`src/hdl/gat_pkg.sv`:
```
`default_nettype none

package gat_pkg;

  localparam int MAX_NODES = 16;

  // a projected value sums up to MAX_NODES products of two 8-bit values
  localparam int WH_W   = 16 + $clog2(MAX_NODES);
  localparam int ESUM_W = WH_W + $clog2(MAX_NODES);  // neighbor sum over up to MAX_NODES values

  typedef logic [7:0] feat_t;
  typedef logic [7:0] wgt_t;
  typedef logic [WH_W-1:0] wh_t;
  typedef logic [ESUM_W-1:0] esum_t;
  typedef logic [7:0] out_t;

  typedef enum logic [1:0] {
    IDLE,
    DMVM,
    SPMM,
    AGGR
  } ctrl_state_t;

endpackage

`default_nettype wire

```
`src/hdl/stage_if.sv`:
```
`timescale 1ns/1ps
`default_nettype none

interface stage_if;

  logic dmvm_start;
  logic dmvm_done;
  logic spmm_start;
  logic spmm_done;
  logic aggr_start;
  logic aggr_done;

  modport ctrl (
    output dmvm_start, spmm_start, aggr_start,
    input  dmvm_done, spmm_done, aggr_done
  );

  modport dmvm (input dmvm_start, output dmvm_done);
  modport spmm (input spmm_start, output spmm_done);
  modport aggr (input aggr_start, output aggr_done);

  modport monitor (
    input dmvm_start, dmvm_done, spmm_start, spmm_done, aggr_start, aggr_done
  );

endinterface

`default_nettype wire

```
`src/hdl/gat_ctrl.sv`:
```
`timescale 1ns/1ps
`default_nettype none

module gat_ctrl (
  input  wire logic clk,
  input  wire logic rst_n,
  input  wire logic start_i,
  output logic      busy_o,
  output logic      done_o,
  stage_if.ctrl     stg
);

  import gat_pkg::*;

  ctrl_state_t state_q;
  logic        dmvm_start_q;
  logic        spmm_start_q;
  logic        aggr_start_q;

  always_ff @(posedge clk or negedge rst_n) begin
    if (!rst_n) begin
      state_q      <= IDLE;
      dmvm_start_q <= 1'b0;
      spmm_start_q <= 1'b0;
      aggr_start_q <= 1'b0;
    end else begin
      dmvm_start_q <= 1'b0;
      spmm_start_q <= 1'b0;
      aggr_start_q <= 1'b0;
      unique case (state_q)
        IDLE: begin
          if (start_i) begin  // the only place a run is accepted
            state_q      <= DMVM;
            dmvm_start_q <= 1'b1;
          end
        end
        DMVM: begin
          if (stg.dmvm_done) begin
            state_q      <= SPMM;
            spmm_start_q <= 1'b1;
          end
        end
        SPMM: begin
          if (stg.spmm_done) begin
            state_q      <= AGGR;
            aggr_start_q <= 1'b1;
          end
        end
        AGGR: begin
          if (stg.aggr_done) begin
            state_q <= IDLE;
          end
        end
        default: state_q <= IDLE;
      endcase
    end
  end

  assign busy_o = (state_q != IDLE);
  assign done_o = (state_q == AGGR) && stg.aggr_done;  // lands right after the last output beat

  assign stg.dmvm_start = dmvm_start_q;
  assign stg.spmm_start = spmm_start_q;
  assign stg.aggr_start = aggr_start_q;

endmodule

`default_nettype wire

```
`src/hdl/dmvm_unit.sv`:
```
`timescale 1ns/1ps
`default_nettype none

module dmvm_unit #(
  parameter  int NUM_NODES = 8,
  parameter  int NUM_FEAT  = 4,
  localparam int NODE_W    = $clog2(NUM_NODES),
  localparam int FIDX_W    = $clog2(NUM_FEAT),
  localparam int FADDR_W   = $clog2(NUM_NODES * NUM_FEAT)
) (
  input  wire logic               clk,
  input  wire logic               rst_n,
  stage_if.dmvm                   stg,
  input  wire logic               feat_we_i,
  input  wire logic [FADDR_W-1:0] feat_addr_i,
  input  wire gat_pkg::feat_t     feat_data_i,
  input  wire logic               wgt_we_i,
  input  wire logic [FIDX_W-1:0]  wgt_addr_i,
  input  wire gat_pkg::wgt_t      wgt_data_i,
  output logic                    wh_we_o,
  output logic [NODE_W-1:0]       wh_addr_o,
  output gat_pkg::wh_t            wh_data_o
);

  import gat_pkg::*;

  feat_t feat_mem [NUM_NODES * NUM_FEAT];
  wgt_t  wgt_q [NUM_FEAT];

  logic               busy_q;
  logic               last_q;
  logic               done_q;
  logic [NODE_W-1:0]  node_q;
  logic [FIDX_W-1:0]  feat_q;
  logic [FADDR_W-1:0] addr_q;  // walks node-major, so it equals node * NUM_FEAT + feature
  wh_t                acc_q;
  logic [15:0]        prod;
  wh_t                mac;
  logic               node_end;

  assign prod     = feat_mem[addr_q] * wgt_q[feat_q];
  assign mac      = acc_q + wh_t'(prod);
  assign node_end = (feat_q == FIDX_W'(NUM_FEAT - 1));

  always_ff @(posedge clk) begin
    if (feat_we_i) begin
      feat_mem[feat_addr_i] <= feat_data_i;
    end
    if (wgt_we_i) begin
      wgt_q[wgt_addr_i] <= wgt_data_i;
    end
    if (busy_q && node_end) begin
      wh_addr_o <= node_q;
      wh_data_o <= mac;
    end
  end

  always_ff @(posedge clk or negedge rst_n) begin
    if (!rst_n) begin
      busy_q  <= 1'b0;
      last_q  <= 1'b0;
      done_q  <= 1'b0;
      wh_we_o <= 1'b0;
      node_q  <= '0;
      feat_q  <= '0;
      addr_q  <= '0;
      acc_q   <= '0;
    end else begin
      wh_we_o <= 1'b0;
      last_q  <= 1'b0;
      done_q  <= last_q;  // done one cycle after the last write
      if (!busy_q) begin
        if (stg.dmvm_start) begin
          busy_q <= 1'b1;
          node_q <= '0;
          feat_q <= '0;
          addr_q <= '0;
          acc_q  <= '0;
        end
      end else begin
        addr_q <= addr_q + 1'b1;
        if (node_end) begin
          wh_we_o <= 1'b1;
          feat_q  <= '0;
          acc_q   <= '0;
          node_q  <= node_q + 1'b1;
          if (node_q == NODE_W'(NUM_NODES - 1)) begin
            busy_q <= 1'b0;
            last_q <= 1'b1;
          end
        end else begin
          feat_q <= feat_q + 1'b1;
          acc_q  <= mac;
        end
      end
    end
  end

  assign stg.dmvm_done = done_q;

endmodule

`default_nettype wire

```
`src/hdl/spmm_unit.sv`:
```
`timescale 1ns/1ps
`default_nettype none

module spmm_unit #(
  parameter  int NUM_NODES = 8,
  localparam int NODE_W    = $clog2(NUM_NODES)
) (
  input  wire logic                 clk,
  input  wire logic                 rst_n,
  stage_if.spmm                     stg,
  input  wire logic                 adj_we_i,
  input  wire logic [NODE_W-1:0]    adj_addr_i,
  input  wire logic [NUM_NODES-1:0] adj_data_i,
  input  wire logic                 wh_we_i,
  input  wire logic [NODE_W-1:0]    wh_addr_i,
  input  wire gat_pkg::wh_t         wh_data_i,
  output logic                      e_we_o,
  output logic [NODE_W-1:0]         e_addr_o,
  output gat_pkg::esum_t            e_data_o
);

  import gat_pkg::*;

  logic [NUM_NODES-1:0] adj_mem [NUM_NODES];  // bit j of row i marks j as a neighbor of i
  wh_t                  wh_mem [NUM_NODES];

  logic              busy_q;
  logic              last_q;
  logic              done_q;
  logic [NODE_W-1:0] row_q;
  logic [NODE_W-1:0] col_q;
  esum_t             acc_q;
  esum_t             addend;
  esum_t             sum;
  logic              row_end;

  assign addend  = adj_mem[row_q][col_q] ? esum_t'(wh_mem[col_q]) : '0;
  assign sum     = acc_q + addend;
  assign row_end = (col_q == NODE_W'(NUM_NODES - 1));

  always_ff @(posedge clk) begin
    if (adj_we_i) begin
      adj_mem[adj_addr_i] <= adj_data_i;
    end
    if (wh_we_i) begin
      wh_mem[wh_addr_i] <= wh_data_i;
    end
    if (busy_q && row_end) begin
      e_addr_o <= row_q;
      e_data_o <= sum;
    end
  end

  always_ff @(posedge clk or negedge rst_n) begin
    if (!rst_n) begin
      busy_q <= 1'b0;
      last_q <= 1'b0;
      done_q <= 1'b0;
      e_we_o <= 1'b0;
      row_q  <= '0;
      col_q  <= '0;
      acc_q  <= '0;
    end else begin
      e_we_o <= 1'b0;
      last_q <= 1'b0;
      done_q <= last_q;
      if (!busy_q) begin
        if (stg.spmm_start) begin
          busy_q <= 1'b1;
          row_q  <= '0;
          col_q  <= '0;
          acc_q  <= '0;
        end
      end else if (row_end) begin
        e_we_o <= 1'b1;
        col_q  <= '0;
        acc_q  <= '0;  // empty rows fall out as zero
        row_q  <= row_q + 1'b1;
        if (row_q == NODE_W'(NUM_NODES - 1)) begin
          busy_q <= 1'b0;
          last_q <= 1'b1;
        end
      end else begin
        col_q <= col_q + 1'b1;
        acc_q <= sum;
      end
    end
  end

  assign stg.spmm_done = done_q;

endmodule

`default_nettype wire

```
`src/hdl/aggr_unit.sv`:
```
`timescale 1ns/1ps
`default_nettype none

module aggr_unit #(
  parameter  int NUM_NODES = 8,
  localparam int NODE_W    = $clog2(NUM_NODES)
) (
  input  wire logic              clk,
  input  wire logic              rst_n,
  stage_if.aggr                  stg,
  input  wire logic              e_we_i,
  input  wire logic [NODE_W-1:0] e_addr_i,
  input  wire gat_pkg::esum_t    e_data_i,
  output logic                   out_vld_o,
  output logic [NODE_W-1:0]      out_node_o,
  output gat_pkg::out_t          out_data_o
);

  import gat_pkg::*;

  esum_t e_mem [NUM_NODES];

  logic              search_q;
  logic              emit_q;
  logic              fin_q;
  logic              done_q;
  logic [NODE_W-1:0] idx_q;
  esum_t             max_q;
  esum_t             cur;
  esum_t             max_next;
  logic [4:0]        shift_q;
  logic              idx_end;

  // bit length of the maximum minus 8, never below zero
  function automatic logic [4:0] scale_shift(input esum_t v);
    logic [4:0] len;
    len = '0;
    for (int i = 0; i < $bits(esum_t); i++) begin
      if (v[i]) len = 5'(i + 1);
    end
    return (len > 5'd8) ? len - 5'd8 : 5'd0;
  endfunction

  assign cur      = e_mem[idx_q];
  assign max_next = (cur > max_q) ? cur : max_q;
  assign idx_end  = (idx_q == NODE_W'(NUM_NODES - 1));

  always_ff @(posedge clk) begin
    if (e_we_i) begin
      e_mem[e_addr_i] <= e_data_i;
    end
    if (emit_q) begin
      out_node_o <= idx_q;
      out_data_o <= out_t'(cur >> shift_q);  // the largest sum just fits in 8 bits
    end
  end

  always_ff @(posedge clk or negedge rst_n) begin
    if (!rst_n) begin
      search_q  <= 1'b0;
      emit_q    <= 1'b0;
      fin_q     <= 1'b0;
      done_q    <= 1'b0;
      out_vld_o <= 1'b0;
      idx_q     <= '0;
      max_q     <= '0;
      shift_q   <= '0;
    end else begin
      fin_q     <= 1'b0;
      done_q    <= fin_q;  // fin_q is high with the last beat
      out_vld_o <= emit_q;
      if (search_q) begin
        max_q <= max_next;
        idx_q <= idx_q + 1'b1;
        if (idx_end) begin
          search_q <= 1'b0;
          emit_q   <= 1'b1;
          idx_q    <= '0;
          shift_q  <= scale_shift(max_next);
        end
      end else if (emit_q) begin
        idx_q <= idx_q + 1'b1;
        if (idx_end) begin
          emit_q <= 1'b0;
          fin_q  <= 1'b1;
        end
      end else if (stg.aggr_start) begin
        search_q <= 1'b1;
        idx_q    <= '0;
        max_q    <= '0;
      end
    end
  end

  assign stg.aggr_done = done_q;

endmodule

`default_nettype wire

```
`src/hdl/stage_monitor.sv`:
```
`timescale 1ns/1ps
`default_nettype none

module stage_monitor #(
  parameter  int NUM_NODES = 8,
  localparam int NODE_W    = $clog2(NUM_NODES)
) (
  input  wire logic              clk,
  input  wire logic              rst_n,
  stage_if.monitor               stg,
  input  wire logic              wh_we_i,
  input  wire logic [NODE_W-1:0] wh_addr_i,
  input  wire gat_pkg::wh_t      wh_data_i,
  input  wire logic [NODE_W-1:0] capture_addr_i,
  output logic [5:0]             dbg_flags_o,
  output logic [15:0]            dbg_runs_o,
  output gat_pkg::wh_t           dbg_capture_o
);

  logic [5:0] pulses;
  logic       cap_hit;

  // dmvm start sits in bit 5, aggr done in bit 0
  assign pulses = {stg.dmvm_start, stg.dmvm_done,
                   stg.spmm_start, stg.spmm_done,
                   stg.aggr_start, stg.aggr_done};

  assign cap_hit = wh_we_i && (wh_addr_i == capture_addr_i);

  always_ff @(posedge clk or negedge rst_n) begin
    if (!rst_n) begin
      dbg_flags_o   <= '0;
      dbg_runs_o    <= '0;
      dbg_capture_o <= '0;
    end else begin
      dbg_flags_o <= dbg_flags_o | pulses;  // flags stay set until reset
      if (stg.aggr_done) begin
        dbg_runs_o <= dbg_runs_o + 16'd1;
      end
      if (cap_hit) begin
        dbg_capture_o <= wh_data_i;  // later writes overwrite, so the last run wins
      end
    end
  end

endmodule

`default_nettype wire

```
`src/hdl/gat_top.sv`:
```
`timescale 1ns/1ps
`default_nettype none

module gat_top #(
  parameter  int NUM_NODES = 8,
  parameter  int NUM_FEAT  = 4,
  localparam int NODE_W    = $clog2(NUM_NODES),
  localparam int FIDX_W    = $clog2(NUM_FEAT),
  localparam int FADDR_W   = $clog2(NUM_NODES * NUM_FEAT)
) (
  input  wire logic                 clk,
  input  wire logic                 rst_n,
  input  wire logic                 start_i,
  output logic                      busy_o,
  output logic                      done_o,
  input  wire logic                 feat_we_i,
  input  wire logic [FADDR_W-1:0]   feat_addr_i,
  input  wire gat_pkg::feat_t       feat_data_i,
  input  wire logic                 wgt_we_i,
  input  wire logic [FIDX_W-1:0]    wgt_addr_i,
  input  wire gat_pkg::wgt_t        wgt_data_i,
  input  wire logic                 adj_we_i,
  input  wire logic [NODE_W-1:0]    adj_addr_i,
  input  wire logic [NUM_NODES-1:0] adj_data_i,
  input  wire logic [NODE_W-1:0]    capture_addr_i,
  output logic                      out_vld_o,
  output logic [NODE_W-1:0]         out_node_o,
  output gat_pkg::out_t             out_data_o,
  output logic [5:0]                dbg_flags_o,
  output logic [15:0]               dbg_runs_o,
  output gat_pkg::wh_t              dbg_capture_o
);

  import gat_pkg::*;

  logic              wh_we;
  logic [NODE_W-1:0] wh_addr;
  wh_t               wh_data;
  logic              e_we;
  logic [NODE_W-1:0] e_addr;
  esum_t             e_data;

  stage_if stg ();

  gat_ctrl u_ctrl (
    .clk     (clk),
    .rst_n   (rst_n),
    .start_i (start_i),
    .busy_o  (busy_o),
    .done_o  (done_o),
    .stg     (stg)
  );

  dmvm_unit #(.NUM_NODES(NUM_NODES), .NUM_FEAT(NUM_FEAT)) u_dmvm (
    .clk         (clk),
    .rst_n       (rst_n),
    .stg         (stg),
    .feat_we_i   (feat_we_i),
    .feat_addr_i (feat_addr_i),
    .feat_data_i (feat_data_i),
    .wgt_we_i    (wgt_we_i),
    .wgt_addr_i  (wgt_addr_i),
    .wgt_data_i  (wgt_data_i),
    .wh_we_o     (wh_we),
    .wh_addr_o   (wh_addr),
    .wh_data_o   (wh_data)
  );

  spmm_unit #(.NUM_NODES(NUM_NODES)) u_spmm (
    .clk        (clk),
    .rst_n      (rst_n),
    .stg        (stg),
    .adj_we_i   (adj_we_i),
    .adj_addr_i (adj_addr_i),
    .adj_data_i (adj_data_i),
    .wh_we_i    (wh_we),
    .wh_addr_i  (wh_addr),
    .wh_data_i  (wh_data),
    .e_we_o     (e_we),
    .e_addr_o   (e_addr),
    .e_data_o   (e_data)
  );

  aggr_unit #(.NUM_NODES(NUM_NODES)) u_aggr (
    .clk        (clk),
    .rst_n      (rst_n),
    .stg        (stg),
    .e_we_i     (e_we),
    .e_addr_i   (e_addr),
    .e_data_i   (e_data),
    .out_vld_o  (out_vld_o),
    .out_node_o (out_node_o),
    .out_data_o (out_data_o)
  );

  stage_monitor #(.NUM_NODES(NUM_NODES)) u_monitor (
    .clk            (clk),
    .rst_n          (rst_n),
    .stg            (stg),
    .wh_we_i        (wh_we),
    .wh_addr_i      (wh_addr),
    .wh_data_i      (wh_data),
    .capture_addr_i (capture_addr_i),
    .dbg_flags_o    (dbg_flags_o),
    .dbg_runs_o     (dbg_runs_o),
    .dbg_capture_o  (dbg_capture_o)
  );

endmodule

`default_nettype wire

```
`config.mk`:
```
export PLATFORM = sky130hd
export DESIGN_NAME = gat_top
export DESIGN_NICKNAME = d
export VERILOG_FILES = /design/src/hdl/gat_pkg.sv /design/src/hdl/stage_if.sv /design/src/hdl/gat_ctrl.sv /design/src/hdl/dmvm_unit.sv /design/src/hdl/spmm_unit.sv /design/src/hdl/aggr_unit.sv /design/src/hdl/stage_monitor.sv /design/src/hdl/gat_top.sv
export SDC_FILE = /design/constraint.sdc
export NUM_CORES = 1
export LEC_CHECK = 0
export BUFFER_PORTS_ARGS = -buffer_cell sky130_fd_sc_hd__buf_4
export CORE_UTILIZATION = 30
export DETAILED_ROUTE_END_ITERATION = 8
export PLACE_DENSITY = 0.49
export SYNTH_ARGS = -nofsm -noshare
export SYNTH_HDL_FRONTEND = slang
export SYNTH_SLANG_ARGS = --single-unit
```
`constraint.sdc`:
```
create_clock -name clk -period 6 [get_ports clk]
set_input_delay 0.6 -clock clk [delete_from_list [all_inputs] [get_ports clk]]
set_output_delay 0.6 -clock clk [all_outputs]
set_load 0.02 [all_outputs]
```
==> results of run 1 <==
[cell usage in the layout (no fill, tap or decap), drive strengths merged, types with 6 or more instances in the layout]
cell / synthesis / layout
edfxtp: 765 / 765
buf: 35 / 212
mux4: 201 / 201
nor2: 169 / 169
dfrtp: 152 / 152
inv: 132 / 136
nand2: 123 / 123
clkbuf: 53 / 121
ha: 101 / 101
o21ai: 84 / 84
a21oi: 58 / 58
mux2i: 55 / 55
a22o: 53 / 53
fa: 51 / 51
mux2: 51 / 51
clkinv: 1 / 44
xnor2: 34 / 34
nand2b: 30 / 30
nor2b: 23 / 23
nand3: 21 / 21
nor3: 20 / 20
xor2: 19 / 19
nand4: 17 / 17
and3: 14 / 14
a211oi: 12 / 12
and2: 11 / 11
bufinv: 0 / 11
or3: 11 / 11
a21o: 9 / 9
a31oi: 8 / 8
o22ai: 8 / 8
nor4: 8 / 8
or2: 8 / 8
clkinvlp: 0 / 7
o41ai: 7 / 7
o21a: 6 / 6
[power by group]
part	leakage [nW]	internal (W)	switching [W]
clock network	1.63	0.00360	0.00262
logic	6.16	0.000297	0.000369
registers	8.68	0.00692	0.0000100
total	16.5	0.0108	0.00300
[through the flow]
stage	utilization	setup WS (ns)	setup TNS [ns]	instances
finish	0.360	-0.366	-3.01	4457
global route	0.360	-0.599	-6.67	4457
CTS	0.358	-0.396	-3.23	4454
detailed placement	0.331	-0.463	-4.42	4257
global placement	0.331	-0.430	-4.06	4257
floorplan	-	-0.153	-0.404	2391
[area by class of cell]
type	instances	area, um^2	share of cell area
sequential	917	26800	0.564
inverter	133	499	0.0105
timing repair buffer	214	1850	0.0389
multi-input combinational	1253	12800	0.269
tap	1755	2200	0.0462
clock inverter	65	781	0.0164
clock buffer	120	2590	0.0547
[worst min-delay path by stage]
| stage | start | to | slack (ns) | cells past startpoint |
|---|---|---|---|---|
| detailed placement | u_spmm.last_q | u_spmm.stg.spmm_done | 0.34 | 0 |
| finish | adj_data_i[6] | u_spmm.adj_mem[6][6] | 0.12 | 1 |
| global placement | u_dmvm.last_q | u_dmvm.stg.dmvm_done | 0.34 | 0 |
| floorplan | rst_n | u_aggr.emit_q | 0.30 | 0 |
| CTS | adj_data_i[2] | u_spmm.adj_mem[7][2] | 0.05 | 1 |
| global route | adj_data_i[6] | u_spmm.adj_mem[7][6] | 0.07 | 1 |
[state kept, by name, indices dropped and copies added, names as in the netlist, 24 cells and up]
| name | flops |
|---|---|
| u_dmvm.feat_mem | 256 |
| u_spmm.e_data_o | 24 |
| u_spmm.wh_mem | 160 |
| u_spmm.acc_q | 24 |
| u_aggr.e_mem | 192 |
| u_dmvm.wgt_q | 32 |
| u_aggr.max_q | 24 |
| u_spmm.adj_mem | 64 |
[worst register-to-register path: cells and delay by family, from the launching register on]
kind	cells	cell delay [ns]
XOR/XNOR	1	0.14
multiplexers	3	1.28
AND/OR/NAND/NOR	2	0.57
flip-flops	1	0.48
AO/OA/AOI/OAI	5	0.92
adder cells (fa/ha/maj)	5	2.30
buffers and inverters	4	0.39
[kinds of logic (layout without fill, tap and decap cells)]
logic type               Yosys count  in the layout
AO/OA/AOI/OAI                    274            274
XOR/XNOR                          53             53
adder cells (fa/ha/maj)          152            152
buffers and inverters            221            532
flip-flops                       917            917
multiplexers                     307            307
AND/OR/NAND/NOR                  467            467
[what timing repair did]
item,CTS,global route
hold buffers,1,0
pin swaps,12,21
endpoints found under the setup margin,15,19
hold endpoints to repair,63,0
gates cloned,3,0
resized for setup,28,27
buffers inserted,8,4
[metal layers]
metal  share of wire  GRT usage  vias up  wire length (um)
met5               0          0        -                 0
met4           0.024     0.0394        0              2190
met2            0.52      0.245      440             47700
met3           0.040     0.0229      135              3700
li1                -          -     9682                 -
met1            0.42      0.174    11205             38800
[Yosys cell counts (all sizes together) (9+ instances only)]
master / n / area share
fa: 51 / 0.025
nor3: 20 / 0.0025
a21o: 9 / 0.0017
inv: 132 / 0.012
edfxtp: 765 / 0.57
a211oi: 12 / 0.0024
ha: 101 / 0.032
nand2b: 30 / 0.0047
nand2: 123 / 0.012
nand3: 21 / 0.0026
mux2i: 55 / 0.014
mux2: 51 / 0.015
buf: 35 / 0.0046
a22o: 53 / 0.012
nand4: 17 / 0.0027
and3: 14 / 0.0022
and2: 11 / 0.0017
xor2: 19 / 0.0042
or3: 11 / 0.0017
a21oi: 58 / 0.0072
mux4: 201 / 0.11
dfrtp: 152 / 0.095
clkbuf: 53 / 0.0050
xnor2: 34 / 0.0074
nor2b: 23 / 0.0036
o21ai: 84 / 0.011
nor2: 169 / 0.016
==> metrics.txt, run 1 <==
status=finished, violations left; failing checks=setup timing; Clock Pin Slew Worst Setup and Hold Paths=about 0.070 ns; First-pass DRT Iterations=5; CTS sink cnt=around 920; number of flops mapped to enable cells by yosys=approximately 770; Arr. time, crit path=roughly 6.8 ns; Slew Viols, Final=0; critical path depth=20; Main synth FF type=edfxtp_1; WL final=between 90 and 100 mm; share of post-route cells with drive strength above 1=0.264; crit path to=u_dmvm.wh_data_o[19]; critical path, cell by cell=buf_8 -> buf_16 -> mux4_2 -> mux4_2 -> mux2_4 -> nor2b_4 -> fa_1 -> inv_2 -> fa_1 -> inv_1 -> fa_1 -> fa_1 -> ha_4 -> o21ai_4 -> a21oi_4 -> o41ai_4 -> o21ai_2 -> or4_4 -> a31o_4 -> xor2_1; Final Critical Period=6.37 ns; Fillers=12298; Inserted Clock Buffers=98; Worst path slowest cell=fa_1; syn_area_per_cell=around 17 um^2; xor-xnor portion of the synthesized cell area=0.0116; Worst setup EP type=flip-flop; # DRC=0; total grt overflow=0; Max Root-Sink Buffers=3; Mapped Area=40100 um^2; delay-heaviest family, CP=adder cells; clock latency on the worst-skew pair=0.71 ns; Synth Area in Compound Gates=0.0452; Placed Area=between 40000 and 50000 um^2; Synth warnings=0; Antenna Cells=0; Final Total Pwr=approximately 0.014 W; unrepaired setup endpoints after global routing=true; Starting Density=0.304; CP Max Fanout=5; max frequency=0.157 GHz; Req. time, crit path=roughly 6.4 ns; Adder-Cell Fraction of Synth Area=0.0570; first-pass GRT wire length=~140 mm; pin count of the biggest net entering global routing=66; final hold slack=approximately 0.12 ns; Final ANT Viol Nets=0; post-DP HPWL=~60 mm; GRT Total Usage=0.139; Peak VDD IR=approximately 0.00022 V; Die Ht=367 um; vias in the first global route=about 23000; I/O pin count=99; Max Clock Skew=approximately 0.05 ns; Hold/Removal Path Class=in -> reg; largest family of logic cells by synthesized area=multiplexers; Critical Path Max Stage Delay=between 0.5 and 0.6 ns; initial antenna violation count=2; setup ws final=-0.366 ns; # port buffers=98; post-synthesis simple-gate area fraction=0.0541; CP startpoint=u_dmvm.addr_q[0]; worst r2r dst=u_dmvm.wh_data_o[19]; Crit path buffers/inverters=4; Vias/cell=between 4 and 5; Distinct cells, synth=66; Root Driver=clkbuf_16; Layout Nets=roughly 2800; Mapped Cells=roughly 2400; die area=approximately 130000 um^2; portion of netlist area occupied by mux cells=0.141; maximum capacitance violations=0; Syn Nets=2586; Final setup viols=14; R2R Path Start=u_dmvm.addr_q[0]; P_leak=16.5 nW; Layout area overhead=18.6%; Core Region=~130000 um^2; Critical Path Start Type=flip-flop; worst r2r path cells=20; DRT iter0 DRCs=roughly 1500; hold violation total from the final report=0; period utilization=1.06; htree depth=3; PwrDens=roughly 290 nW/um^2; reg2reg setup slack=-0.37 ns; TritonCTS clock tree=done; final instance area=47500 um^2; ys async rst share=0.166; Crit Path Class=reg -> reg; sequential-to-total area share from yosys stat=0.669; routed len/inst=20.7 um; Yosys reg bits=917; max_slew headroom=0.120; Worst-Margin Slew=~1.3 ns; routability cong.=approximately 0.84; Row Count=between 100 and 150; vias=approximately 21000; Die X-Extent=367 um; Critical Path Most Common Cell=fa_1
Power figures use the tool's default switching activity.
==> run 2, diff against run 1 <==
--- a/config.mk
+++ b/config.mk
@@ -7,8 +7,9 @@
 export LEC_CHECK = 0
 export BUFFER_PORTS_ARGS = -buffer_cell sky130_fd_sc_hd__buf_4
 export CORE_UTILIZATION = 30
+export CTS_BUF_LIST = sky130_fd_sc_hd__clkbuf_4
 export DETAILED_ROUTE_END_ITERATION = 8
-export PLACE_DENSITY = 0.49
+export SLEW_MARGIN = 20
 export SYNTH_ARGS = -nofsm -noshare
 export SYNTH_HDL_FRONTEND = slang
 export SYNTH_SLANG_ARGS = --single-unit
==> metrics.txt, run 2 (same netlist as run 1, synthesis figures left out) <==
status=finished, violations left; Hold Path Origin=adj_data_i[2]; Vias/cell=between 4 and 5; delay-heaviest family, CP=adder cells; Layout Nets=roughly 3000; CTS sink cnt=just over 900; CP startpoint=u_dmvm.addr_q[0]; commonest non-fill, non-tap cell in the layout=edfxtp_1; Peak VDD IR=~0.00021 V; pre-CTS setup slack=-0.510 ns; Final ANT Viol Nets=0; Critical Path Most Common Cell=fa_1; routability cong.=just over 0.8; Starting Density=0.304; Slew Viols, Final=0; PwrDens=269 nW/um^2; post-DP HPWL=between 50 and 60 mm; Regs by FF count=u_dmvm.feat_mem x256, u_aggr.e_mem x192, u_spmm.wh_mem x160; failing checks=setup timing; # DRC=0; Worst-Margin Slew=about 1.1 ns; Crit Path Class=reg -> reg; Die X-Extent=367 um; Arr. time, crit path=~7 ns; P_leak=between 15 and 20 nW; total grt overflow=0; Die Ht=~370 um; htree depth=4; TritonCTS clock tree=done; First-pass DRT Iterations=5; critical path, cell by cell=buf_12 -> mux4_2 -> mux4_2 -> mux2_4 -> nor2b_1 -> fa_1 -> inv_2 -> fa_1 -> inv_1 -> fa_1 -> fa_1 -> ha_4 -> o21ai_4 -> a21oi_2 -> o41ai_2 -> buf_4 -> o21ai_4 -> or4_4 -> a31o_4 -> xor2_1; Critical Path Max Stage Delay=around 0.56 ns; clock latency on the worst-skew pair=around 1.2 ns; Req. time, crit path=roughly 6.9 ns; Largest register FFs=256; max_slew headroom=0.233; Final Critical Period=roughly 6.3 ns; first-pass GRT wire length=~140 mm; Worst setup EP type=flip-flop; Clock Pin Slew Worst Setup and Hold Paths=approximately 0.08 ns; Root Driver=clkbuf_4; Final setup viols=10; Critical Path Start Type=flip-flop; # port buffers=98; CP Max Fanout=7; WL final=roughly 86 mm; Max Root-Sink Buffers=3; R2R Path Start=u_dmvm.addr_q[0]; pin count of the biggest net entering global routing=80; Layout area overhead=18.7%; unrepaired setup endpoints after global routing=true; share of post-route cells with drive strength above 1=0.311; final hold slack=between 0.2 and 0.25 ns; vias in the first global route=roughly 24000; DRT iter0 DRCs=about 1100; hold violation total from the final report=0; setup ws final=-0.312 ns; most flop-heavy register=u_dmvm.feat_mem; Worst path slowest cell=fa_1; Crit path buffers/inverters=4; Row Count=~130; Inserted Clock Buffers=between 200 and 250; Core Region=roughly 130000 um^2; period utilization=1.05; routed len/inst=18.1 um; GRT Total Usage=0.129; initial antenna violation count=5; maximum capacitance violations=0; commonest non-fill, non-tap cells in the layout=edfxtp_1 (765), clkbuf_4 (342), mux4_2 (201); vias=between 20000 and 25000; Max Clock Skew=a little over 0.07 ns; Hold/Removal Path Class=in -> reg; I/O pin count=between 90 and 100; max frequency=between 0.15 and 0.2 GHz; die area=~130000 um^2
## run 2: changes by cell type in the layout (fill, tap and decap cells not counted), moves of 10 or more
cell,previous run,this run
clkinv_1,11,59
clkbuf_1,16,0
clkinv_2,21,11
dlygate4sd3_1,1,46
clkbuf_4,0,342
clkbuf_16,98,0
bufinv_16,11,1
## run 2: path summary, 6_finish.rpt
kind / endpoint / slack [ns] / cells after the start
setup reg to reg: u_dmvm.wh_data_o[19] / -0.31 / 20
hold reg to reg: u_aggr.stg.aggr_done / 0.35 / 0
setup / recovery: u_dmvm.wh_data_o[19] / -0.31 / 20
max in group asynchronous: u_dmvm.addr_q[0] / 4.01 / 4
min in group asynchronous: u_monitor.dbg_flags_o[1] / 0.64 / 3
hold / removal: u_spmm.adj_mem[0][2] / 0.22 / 2
## run 2: stage by stage
stage,TNS (ns),util,power (W),cells,instance area (um^2)
after floorplan,-0.404,-,0.00735,2391,40200
after global placement,-3.13,0.331,0.00758,4256,43600
after detailed placement,-4.27,0.331,0.00759,4256,43600
after CTS,-2.32,0.360,0.0130,4741,47500
after global routing,-3.98,0.360,0.0134,4745,47500
final,-1.60,0.360,0.0128,4745,47500
## run 2: area by class of cell
type | count | area [um^2]
diodes | 5 | 12.5
clock buffers | 342 | 2570
clock inverters | 83 | 448
fillers | 12470 | 84400
inverters | 133 | 499
multi-input cells | 1253 | 12800
flip-flops and latches | 917 | 26800
well taps | 1755 | 2200
repair buffers | 257 | 2270
## run 2: routing by layer
| layer | global-route usage | wire length (um) |
|---|---|---|
| met5 | 0 | 13 |
| met4 | 0.0486 | 1720 |
| met3 | 0.0347 | 4400 |
| met2 | 0.216 | 42600 |
| met1 | 0.159 | 37100 |
## run 2: repair_timing
item                                    CTS  global route
hold buffers                             47             0
buffers inserted                         11             2
endpoints found under the hold margin   685             0
cloned                                    2             0
endpoints found under the setup margin   14            14
pin swaps                                20             4
gates resized for setup                  39            21
## run 2: power breakdown
part | total, W | internal, W | switching (W)
logic | 0.000607 | 0.000274 | 0.000334
clock network | 0.00525 | 0.00268 | 0.00257
registers | 0.00693 | 0.00692 | 0.00000975
total | 0.0128 | 0.00987 | 0.00291
